==> config.mk <==
export PLATFORM = sky130hd
export DESIGN_NAME = pcs_tx
export DESIGN_NICKNAME = d
export VERILOG_FILES = /design/src/hdl/pcs_char_pkg.sv /design/src/hdl/pcs_cfg_pkg.sv /design/src/hdl/encoder_comparator.sv /design/src/hdl/tx_encode_fsm.sv /design/src/hdl/tx_scrambler.sv /design/src/hdl/pcs_tx.sv
export SDC_FILE = /design/constraint.sdc
export NUM_CORES = 1
export LEC_CHECK = 0
export BUFFER_PORTS_ARGS = -buffer_cell sky130_fd_sc_hd__buf_2
export CORE_MARGIN = 2
export CORE_UTILIZATION = 63
export CTS_CLUSTER_DIAMETER = 60
export DETAILED_ROUTE_END_ITERATION = 7
export GPL_ROUTABILITY_DRIVEN = 0
export PLACE_DENSITY = 0.89
export SYNTH_ARGS = -nofsm -noshare
export SYNTH_HDL_FRONTEND = slang
export SYNTH_HIERARCHICAL = 1
export SYNTH_SLANG_ARGS = --single-unit
==> constraint.sdc <==
create_clock -name i_clock -period 8.8 [get_ports i_clock]
set_input_delay 0.44 -clock i_clock [delete_from_list [all_inputs] [get_ports i_clock]]
set_output_delay 0.44 -clock i_clock [all_outputs]
set_load 0.005 [all_outputs]
==> src/hdl/pcs_char_pkg.sv <==
// Clause 82 character and block type codes; byte 0 of a CGMII word is its most significant byte
package pcs_char_pkg;

	// CGMII control characters
	localparam logic [7:0] CGMII_START     = 8'hFB;
	localparam logic [7:0] CGMII_TERMINATE = 8'hFD;
	localparam logic [7:0] CGMII_FSIG      = 8'h5C;
	localparam logic [7:0] CGMII_Q         = 8'h9C;
	localparam logic [7:0] CGMII_IDLE      = 8'h07;
	localparam logic [7:0] CGMII_ERROR     = 8'hFE;

	// PCS control codes (7 bits) and O codes (4 bits)
	localparam logic [6:0] PCS_IDLE  = 7'h00;
	localparam logic [6:0] PCS_ERROR = 7'h1E;
	localparam logic [3:0] PCS_Q     = 4'h0;
	localparam logic [3:0] PCS_FSIG  = 4'hF;

	// Sync headers
	localparam logic [1:0] DATA_SH = 2'b01;
	localparam logic [1:0] CTRL_SH = 2'b10;

	// Block type field
	localparam logic [7:0] BTYPE_CTRL  = 8'h1E;
	localparam logic [7:0] BTYPE_S     = 8'h78;
	localparam logic [7:0] BTYPE_ORDER = 8'h4B;
	localparam logic [7:0] BTYPE_T0    = 8'h87;
	localparam logic [7:0] BTYPE_T1    = 8'h99;
	localparam logic [7:0] BTYPE_T2    = 8'hAA;
	localparam logic [7:0] BTYPE_T3    = 8'hB4;
	localparam logic [7:0] BTYPE_T4    = 8'hCC;
	localparam logic [7:0] BTYPE_T5    = 8'hD2;
	localparam logic [7:0] BTYPE_T6    = 8'hE1;
	localparam logic [7:0] BTYPE_T7    = 8'hFF;

	// Control block made of eight /E/ characters
	localparam logic [65:0] E_BLOCK = {CTRL_SH, BTYPE_CTRL, {8{PCS_ERROR}}};

endpackage

==> src/hdl/pcs_cfg_pkg.sv <==
// Widths fit the 64b/66b transmit path only; T_TYPE is one-hot with all zero meaning E
package pcs_cfg_pkg;

	// Default bus widths
	localparam int NB_DATA_RAW   = 64;
	localparam int NB_CTRL_RAW   = 8;
	localparam int NB_DATA_CODED = 66;
	localparam int NB_TTYPE      = 4;
	localparam int NB_SCR_STATE  = 58;

	// Bit positions in T_TYPE, ordered D S C T from the top
	localparam int TTYPE_D = 3;
	localparam int TTYPE_S = 2;
	localparam int TTYPE_C = 1;
	localparam int TTYPE_T = 0;

	// Transmit state machine
	typedef enum logic [2:0] {
		TX_INIT,
		TX_C,
		TX_D,
		TX_T,
		TX_E
	} tx_state_t;

endpackage

==> src/hdl/encoder_comparator.sv <==
// Output is valid one cycle after an accepted transfer; any unknown block becomes the error block
`timescale 1ns/10ps

module encoder_comparator
	import pcs_char_pkg::*, pcs_cfg_pkg::*;
#(
	parameter int NB_DATA_CODED = pcs_cfg_pkg::NB_DATA_CODED,
	parameter int NB_DATA_RAW   = pcs_cfg_pkg::NB_DATA_RAW,
	parameter int NB_CTRL_RAW   = pcs_cfg_pkg::NB_CTRL_RAW
)
(
	input  logic                     i_clock,
	input  logic                     i_reset,
	input  logic                     i_valid,
	input  logic [NB_DATA_RAW-1:0]   i_tx_data,
	input  logic [NB_CTRL_RAW-1:0]   i_tx_ctrl,
	input  logic                     i_enable,
	output logic [NB_TTYPE-1:0]      o_tx_type,
	output logic [NB_DATA_CODED-1:0] o_tx_coded,
	output logic                     o_valid
);

	localparam int NB_CHAR      = 8;
	localparam int NB_PCS_CHAR  = 7;
	localparam int N_CHARS      = NB_DATA_RAW / NB_CHAR;
	localparam int N_BLOCK_TYPE = N_CHARS + 5;

	// Control mask with only byte 0 flagged as control
	localparam logic [NB_CTRL_RAW-1:0] CTRL_LEAD = {1'b1, {(NB_CTRL_RAW-1){1'b0}}};

	localparam logic [7:0] BTYPE_TERM [N_CHARS] = '{
		BTYPE_T0, BTYPE_T1, BTYPE_T2, BTYPE_T3,
		BTYPE_T4, BTYPE_T5, BTYPE_T6, BTYPE_T7
	};

	logic [NB_DATA_RAW-1:0]  tx_data;
	logic [NB_CTRL_RAW-1:0]  tx_ctrl;
	logic [NB_CHAR-1:0]      cgmii_char [N_CHARS];
	logic [NB_PCS_CHAR-1:0]  pcs_char [N_CHARS];
	logic [N_CHARS-1:0]      char_ok;
	logic [N_CHARS-1:0]      term_hit;
	logic                    type_data;
	logic                    type_s;
	logic                    type_q;
	logic                    type_fsig;
	logic                    type_idle;
	logic [N_BLOCK_TYPE-1:0] block_type;

	// Returns {mapped, pcs code}; only /I/ and /E/ map
	function automatic logic [NB_PCS_CHAR:0] map_char(input logic [NB_CHAR-1:0] char_in);
		case (char_in)
			CGMII_IDLE:  return {1'b1, PCS_IDLE};
			CGMII_ERROR: return {1'b1, PCS_ERROR};
			default:     return '0;
		endcase
	endfunction

	// Input register, loaded only on accepted transfers
	always_ff @(posedge i_clock)
	begin
		if (i_valid && i_enable)
		begin
			tx_data <= i_tx_data;
			tx_ctrl <= i_tx_ctrl;
		end
	end

	always_ff @(posedge i_clock)
	begin
		if (i_reset)
			o_valid <= 1'b0;
		else
			o_valid <= i_valid && i_enable;
	end

	// Split into characters, char 0 first on the wire
	always_comb
	begin
		for (int k = 0; k < N_CHARS; k++)
		begin
			cgmii_char[k] = tx_data[NB_DATA_RAW-1-NB_CHAR*k -: NB_CHAR];
			{char_ok[k], pcs_char[k]} = map_char(cgmii_char[k]);
		end
	end

	// Terminate in char k needs chars k..7 flagged as control and all chars after /T/ mapped
	always_comb
	begin
		logic trail_ok;
		for (int k = 0; k < N_CHARS; k++)
		begin
			trail_ok = 1'b1;
			for (int j = k + 1; j < N_CHARS; j++)
				trail_ok &= char_ok[j];
			term_hit[k] = (tx_ctrl == ({NB_CTRL_RAW{1'b1}} >> k))
				&& (cgmii_char[k] == CGMII_TERMINATE) && trail_ok;
		end
	end

	assign type_data = (tx_ctrl == '0);
	assign type_s    = (tx_ctrl == CTRL_LEAD) && (cgmii_char[0] == CGMII_START);
	assign type_q    = (tx_ctrl == CTRL_LEAD) && (cgmii_char[0] == CGMII_Q);
	assign type_fsig = (tx_ctrl == CTRL_LEAD) && (cgmii_char[0] == CGMII_FSIG);
	assign type_idle = (tx_ctrl == '1) && (tx_data == {N_CHARS{CGMII_IDLE}});

	// One-hot, or all zero for an unrecognized block
	assign block_type = {type_data, type_s, type_q, type_fsig, type_idle, term_hit};

	// T_TYPE from the type vector
	assign o_tx_type[TTYPE_D] = block_type[N_CHARS+4];
	assign o_tx_type[TTYPE_S] = block_type[N_CHARS+3];
	assign o_tx_type[TTYPE_C] = |block_type[N_CHARS+2:N_CHARS];
	assign o_tx_type[TTYPE_T] = |block_type[N_CHARS-1:0];

	// Block assembly
	always_comb
	begin
		logic [NB_DATA_RAW-1:0] term_payload;
		term_payload = '0;
		o_tx_coded   = E_BLOCK;
		if (type_data)
			o_tx_coded = {DATA_SH, tx_data};
		else if (type_s)
			o_tx_coded = {CTRL_SH, BTYPE_S, tx_data[NB_DATA_RAW-NB_CHAR-1:0]};
		else if (type_q)
			o_tx_coded = {CTRL_SH, BTYPE_ORDER, tx_data[NB_DATA_RAW-NB_CHAR-1 -: 24], PCS_Q, 28'd0};
		else if (type_fsig)
			o_tx_coded = {CTRL_SH, BTYPE_ORDER, tx_data[NB_DATA_RAW-NB_CHAR-1 -: 24], PCS_FSIG,
				28'd0};
		else if (type_idle)
			o_tx_coded = {CTRL_SH, BTYPE_CTRL, {N_CHARS{PCS_IDLE}}};
		else
		begin
			for (int k = 0; k < N_CHARS; k++)
			begin
				if (term_hit[k])
				begin
					term_payload[NB_DATA_RAW-1 -: NB_CHAR] = BTYPE_TERM[k];
					// Data bytes before /T/, zero pad, then the mapped control codes
					for (int j = 0; j < k; j++)
						term_payload[NB_DATA_RAW-NB_CHAR-1-NB_CHAR*j -: NB_CHAR] = cgmii_char[j];
					for (int m = k + 1; m < N_CHARS; m++)
						term_payload[NB_PCS_CHAR*(N_CHARS-m)-1 -: NB_PCS_CHAR] = pcs_char[m];
					o_tx_coded = {CTRL_SH, term_payload};
				end
			end
		end
	end

endmodule

==> src/hdl/tx_encode_fsm.sv <==
// Checks only the order of block types, with no look-ahead past the current block
`timescale 1ns/10ps

module tx_encode_fsm
	import pcs_char_pkg::*, pcs_cfg_pkg::*;
#(
	parameter int NB_DATA_CODED = pcs_cfg_pkg::NB_DATA_CODED
)
(
	input  logic                     i_clock,
	input  logic                     i_reset,
	input  logic                     i_enable,
	input  logic                     i_valid,
	input  logic [NB_TTYPE-1:0]      i_tx_type,
	input  logic [NB_DATA_CODED-1:0] i_tx_coded,
	output logic [NB_DATA_CODED-1:0] o_tx_coded,
	output logic                     o_valid
);

	tx_state_t state;
	tx_state_t state_next;
	logic      accept;
	logic      is_d;
	logic      is_s;
	logic      is_c;
	logic      is_t;

	assign accept = i_valid && i_enable;
	assign is_d   = i_tx_type[TTYPE_D];
	assign is_s   = i_tx_type[TTYPE_S];
	assign is_c   = i_tx_type[TTYPE_C];
	assign is_t   = i_tx_type[TTYPE_T];

	always_comb
	begin
		state_next = TX_E;
		case (state)
			TX_INIT, TX_C, TX_T:
			begin
				if (is_c)
					state_next = TX_C;
				else if (is_s)
					state_next = TX_D;
			end
			TX_D:
			begin
				if (is_d)
					state_next = TX_D;
				else if (is_t)
					state_next = TX_T;
			end
			TX_E:
			begin
				// Recovery on any recognized block
				if (is_c)
					state_next = TX_C;
				else if (is_d || is_s)
					state_next = TX_D;
				else if (is_t)
					state_next = TX_T;
			end
			default:
				state_next = TX_E;
		endcase
	end

	always_ff @(posedge i_clock)
	begin
		if (i_reset)
		begin
			state   <= TX_INIT;
			o_valid <= 1'b0;
		end
		else
		begin
			o_valid <= accept;
			if (accept)
				state <= state_next;
		end
	end

	// Illegal blocks are replaced on the way through
	always_ff @(posedge i_clock)
	begin
		if (accept)
			o_tx_coded <= (state_next == TX_E) ? E_BLOCK : i_tx_coded;
	end

endmodule

==> src/hdl/tx_scrambler.sv <==
// Scrambles all 64 payload bits per cycle, LSB first; the state advances only on accepted blocks
`timescale 1ns/10ps

module tx_scrambler
	import pcs_cfg_pkg::*;
#(
	parameter int NB_DATA_RAW = pcs_cfg_pkg::NB_DATA_RAW
)
(
	input  logic                   i_clock,
	input  logic                   i_reset,
	input  logic                   i_enable,
	input  logic                   i_valid,
	input  logic [NB_DATA_RAW+1:0] i_tx_coded,
	output logic [NB_DATA_RAW+1:0] o_tx_coded,
	output logic                   o_valid
);

	// Taps for 1 + x^39 + x^58
	localparam int TAP_LOW  = 38;
	localparam int TAP_HIGH = NB_SCR_STATE - 1;

	logic [NB_SCR_STATE-1:0] scr_state;
	logic [NB_SCR_STATE-1:0] scr_next;
	logic [NB_DATA_RAW-1:0]  scr_payload;
	logic                    accept;

	assign accept = i_valid && i_enable;

	// Each scrambled bit is shifted back into the state
	always_comb
	begin
		scr_next = scr_state;
		for (int i = 0; i < NB_DATA_RAW; i++)
		begin
			scr_payload[i] = i_tx_coded[i] ^ scr_next[TAP_LOW] ^ scr_next[TAP_HIGH];
			scr_next = {scr_next[NB_SCR_STATE-2:0], scr_payload[i]};
		end
	end

	always_ff @(posedge i_clock)
	begin
		if (i_reset)
		begin
			scr_state <= '1;
			o_valid   <= 1'b0;
		end
		else
		begin
			o_valid <= accept;
			if (accept)
				scr_state <= scr_next;
		end
	end

	// Sync header is passed through as is
	always_ff @(posedge i_clock)
	begin
		if (accept)
			o_tx_coded <= {i_tx_coded[NB_DATA_RAW+1 -: 2], scr_payload};
	end

endmodule

==> src/hdl/pcs_tx.sv <==
// Three-cycle latency from an accepted CGMII transfer to o_tx_coded; no back-pressure
`timescale 1ns/10ps

module pcs_tx
	import pcs_cfg_pkg::*;
#(
	parameter int NB_DATA_CODED = pcs_cfg_pkg::NB_DATA_CODED,
	parameter int NB_DATA_RAW   = pcs_cfg_pkg::NB_DATA_RAW,
	parameter int NB_CTRL_RAW   = pcs_cfg_pkg::NB_CTRL_RAW
)
(
	input  logic                     i_clock,
	input  logic                     i_reset,
	input  logic                     i_enable,
	input  logic                     i_valid,
	input  logic [NB_DATA_RAW-1:0]   i_tx_data,
	input  logic [NB_CTRL_RAW-1:0]   i_tx_ctrl,
	output logic [NB_DATA_CODED-1:0] o_tx_coded,
	output logic                     o_valid
);

	logic [NB_TTYPE-1:0]      enc_tx_type;
	logic [NB_DATA_CODED-1:0] enc_tx_coded;
	logic                     enc_valid;
	logic [NB_DATA_CODED-1:0] fsm_tx_coded;
	logic                     fsm_valid;

	encoder_comparator
	#(
		.NB_DATA_CODED (NB_DATA_CODED),
		.NB_DATA_RAW   (NB_DATA_RAW),
		.NB_CTRL_RAW   (NB_CTRL_RAW)
	)
	u_encoder_comparator
	(
		.i_clock    (i_clock),
		.i_reset    (i_reset),
		.i_valid    (i_valid),
		.i_tx_data  (i_tx_data),
		.i_tx_ctrl  (i_tx_ctrl),
		.i_enable   (i_enable),
		.o_tx_type  (enc_tx_type),
		.o_tx_coded (enc_tx_coded),
		.o_valid    (enc_valid)
	);

	tx_encode_fsm #(.NB_DATA_CODED (NB_DATA_CODED)) u_tx_encode_fsm
	(
		.i_clock    (i_clock),
		.i_reset    (i_reset),
		.i_enable   (i_enable),
		.i_valid    (enc_valid),
		.i_tx_type  (enc_tx_type),
		.i_tx_coded (enc_tx_coded),
		.o_tx_coded (fsm_tx_coded),
		.o_valid    (fsm_valid)
	);

	tx_scrambler #(.NB_DATA_RAW (NB_DATA_RAW)) u_tx_scrambler
	(
		.i_clock    (i_clock),
		.i_reset    (i_reset),
		.i_enable   (i_enable),
		.i_valid    (fsm_valid),
		.i_tx_coded (fsm_tx_coded),
		.o_tx_coded (o_tx_coded),
		.o_valid    (o_valid)
	);

endmodule

==> results.md <==
- Status: completed
- Max-cap check violation count: 0
- Fin. max-slew vios: 0
- RSZ-0062 raised after global routing: false
- Post-route DRC: 0
- Grt ovf: 0
- Endpoints failing hold: 0
- Critical path's largest stage delay: 0.83 ns
- Initial antenna violation count: 0
- Final instance area: 14,300 sq um
- Max-slew headroom: 0.317
- Routed WL per cell: 20.8 um
- Post-synthesis adder-cell area fraction: 0
- Crit path required time: 9.02 ns
- Comb pwr share: 0.035
- Layout cells sized above 1: 0.236
- Hpwl dp: 20,400 um
- Fin nets: 1,173
- VDD IR max: 0.147 mV
- Largest net degree at the start of global routing: 80
- Crit-path most repeated cell: nand2b_1
- Die Ht: 145 um
- Hold Startpoint: i_tx_data[48]
- Seq/Total Area, Yosys: 0.594
- Worst-path clk slew: about 0.06 ns
- Post-synth top flop: edfxtp_1
- Static leakage: approximately 0.0052 uW
- Post-Synth Simple-Gate Area: 0.143
- Dpl cell area: 13,400 sq um
- Mux contribution to synthesized area: 0.000803
- Syn Nets: 1,039
- Final cycle utilization of the critical path: 0.466
- CTS tree: yes
- Clk Latency, worst-skew pair: 0.53 ns
- Buffers on Ports: 142
- Largest family of logic cells by synthesized area: simple AND/OR/NAND/NOR gates
- Crit path DAT: roughly 4.3 ns
- Sw Share: 0.209
- P per Cell Area: between 150 and 200 nW/um^2
- Crit path capture type: register
- Min Clock Period, post-route: 4.10 ns
- Hold Buf Count CTS: 0
- DR vias/cell: 6.17
- Die area: 20,900 sq um
- Initial Util: 0.641
- R2R Setup Slk: 4.70 ns
- CP Max Fanout: 67
- Crit path launch type: register
- Via count: 8,521
- CTS root buffer: clkbuf_16
- CTS H-Tree Depth: 1
- Antenna-violating nets left: 0
- First-pass GRT wire length: 44,000 um
- I/O Pins: 143
- Worst min path class: in2reg
- Endpoints failing setup: 0
- Kind of critical path: reg2reg
- FMAX: 244 MHz
- Sw power: 551 uW
- Die X-Extent: 145 um
- Initial detailed-routing violation count: about 1,400
- WHS Endpoint: u_encoder_comparator/cgmii_char[48]
- Syn. warnings: 6
- Clock buffer depth: 3
- R2R cell count: 9
- Post-synth cell types: 76
- Clk pwr share: 0.424
- Post-synth EDFFs: 204
- Int Pwr: about 2100 uW
- Vias in the first global route: 7,988
- Worst slew pin tran: 1.02 ns
- Total track usage: 0.277
- CP max stage cell: o32a_2
- TritonCTS Buffers: 26
- Setup tns final: 0 ns
- Core ar.: 19,500 sq um
- Post-CTS setup buffer count: 0
- Asr flop ratio synth: 0
- Area grow syn2layout: 14.3%
- Flop pwr share: 0.541
- Row cnt: 51
- Seq cells post-synth: 268
- Syn Inst Count: 963
- Compound-Gate Fraction of Synth Area: 0.122
- Drt first pass iters: 6
- CTS Sinks: 268
- Antenna fix cells: 0
- Cell area after synthesis: 12,500 sq um
- Hold depth: 1
- Worst-path cell chain: or3_1 -> or2_2 -> nor4_2 -> nand2b_1 -> nor2_1 -> nand3_1 -> o31a_1 -> o32a_2 -> nand2b_1
- PostCTS Resize Cnt: 0
- Reg2reg start: u_encoder_comparator/tx_ctrl[5]
- Post-Synth XOR/XNOR Area: 0.114
- R2R Path End: u_tx_encode_fsm/o_tx_coded[57]
- Fin Clk Skew: 0.0170 ns
- Syn_area_per_cell: 12.9 sq um
- Post-Route WL: 28,700 um
-- power by group through the flow --
stage	logic [uW]	registers, uW	clock network (uW)
after floorplan	58.8	1440	0
after global placement	88.2	1450	0
after detailed placement	90.8	1450	0
after CTS	91.6	1430	1140
after global routing	100	1430	1190
final	92.4	1430	1120
-- sequential cells by signal, indices dropped and copies added, names as in the netlist --
| signal | cells |
|---|---|
| u_encoder_comparator/cgmii_char | 64 |
| u_encoder_comparator/o_valid | 1 |
| u_encoder_comparator/tx_ctrl | 8 |
| u_tx_encode_fsm/o_tx_coded | 66 |
| u_tx_encode_fsm/o_valid | 1 |
| u_tx_encode_fsm/state | 3 |
| u_tx_scrambler/o_tx_coded | 66 |
| u_tx_scrambler/o_valid | 1 |
| u_tx_scrambler/scr_state | 58 |
-- synth_stat cells (4+ instances only) --
cell type	number	area [sq um]
a211o_1	28	245
a211o_2	6	60.1
a21bo_2	17	170
a21oi_1	36	180
a221o_1	13	130
a221oi_1	4	35.0
a22o_1	21	184
and2_1	55	344
and3_1	7	43.8
and4_1	9	78.8
buf_2	4	20.0
clkbuf_1	33	124
dfxtp_1	64	1280
edfxtp_1	204	6130
inv_1	34	128
nand2_1	44	165
nand2b_1	45	282
nand3_1	17	85.1
nand3b_1	6	45.0
nand4_1	13	81.3
nand4b_1	5	43.8
nor2_1	53	199
nor2b_1	9	56.3
nor3_1	8	40.0
nor3b_1	4	30.0
nor4_1	12	75.1
o211ai_1	6	45.0
o21ai_0	20	100
o221a_2	4	45.0
or2_2	4	25.0
or3_1	5	31.3
or4_1	6	45.0
xnor2_1	60	526
xnor2_2	11	179
xnor3_1	10	225
xnor3_2	9	214
xor2_1	14	123
xor3_2	6	150
-- layer usage --
layer / vias to the layer above / GRT usage / share of wire
met5: - / 0 / 0
met4: 0 / 0.118 / 0.045
met3: 112 / 0.0497 / 0.098
met2: 565 / 0.434 / 0.45
met1: 3994 / 0.387 / 0.41
li1: 3850 / - / -
-- cell type report --
class / instances / area [sq um]
Multi-Input combinational cell: 618 / 4740
Fill cell: 1233 / 5210
Clock buffer: 35 / 756
Sequential cell: 268 / 7410
Timing Repair Buffer: 149 / 763
Inverter: 34 / 129
Tap cell: 265 / 332
Clock inverter: 13 / 125
-- how the worst max path moves through the flow --
stage / startpoint / end / slack (ns) / depth (start not counted)
2_1_floorplan: u_encoder_comparator/cgmii_char[59] / u_tx_encode_fsm/o_tx_coded[10] / 5.46 / 9
3_3_place_gp: u_encoder_comparator/cgmii_char[60] / u_tx_encode_fsm/o_tx_coded[59] / 4.92 / 8
3_5_place_dp: u_encoder_comparator/tx_ctrl[5] / u_tx_encode_fsm/o_tx_coded[43] / 4.76 / 9
4_1_cts: u_encoder_comparator/tx_ctrl[5] / u_tx_encode_fsm/o_tx_coded[4] / 4.76 / 9
5_1_grt: u_encoder_comparator/tx_ctrl[5] / u_tx_encode_fsm/o_tx_coded[51] / 4.42 / 9
6_report: u_encoder_comparator/tx_ctrl[5] / u_tx_encode_fsm/o_tx_coded[57] / 4.70 / 9
-- critical path, delay by kind of cell, from the launching register on --
kind            cells  cell delay (ns)
compound gates      2             1.00
simple gates        7             2.30
flops               1             0.49
-- metrics by stage --
stage                     power, uW  hold slack (ns)  worst slack, ns  std cells   util
after floorplan                1500            0.400             5.46        963      -
after detailed placement       1550            0.406             4.76       1334  0.687
after global placement         1540            0.407             4.92       1334  0.687
after global routing           2720           0.0697             4.42       1382  0.732
after CTS                      2660           0.0659             4.76       1382  0.732
final                          2640           0.0869             4.70       1382  0.732
-- cell families (layout without fill, tap and decap cells) --
| group | after synthesis | count (layout) |
|---|---|---|
| flops | 268 | 268 |
| buf+inv | 77 | 231 |
| compound gates | 194 | 194 |
| mux | 1 | 1 |
| simple gates | 313 | 313 |
| xor+xnor | 110 | 110 |
-- layout by cell type (no fill, tap or decap), drive strengths merged, types with 34 or more instances in the layout --
| master | instances |
|---|---|
| edfxtp | 204 |
| buf | 149 |
| xnor2 | 71 |
| dfxtp | 64 |
| and2 | 56 |
| nor2 | 53 |
| nand2b | 45 |
| nand2 | 45 |
| a21oi | 37 |
| inv | 35 |
| clkbuf | 35 |
| a211o | 34 |
No activity file was read; power rests on OpenSTA's default activity.
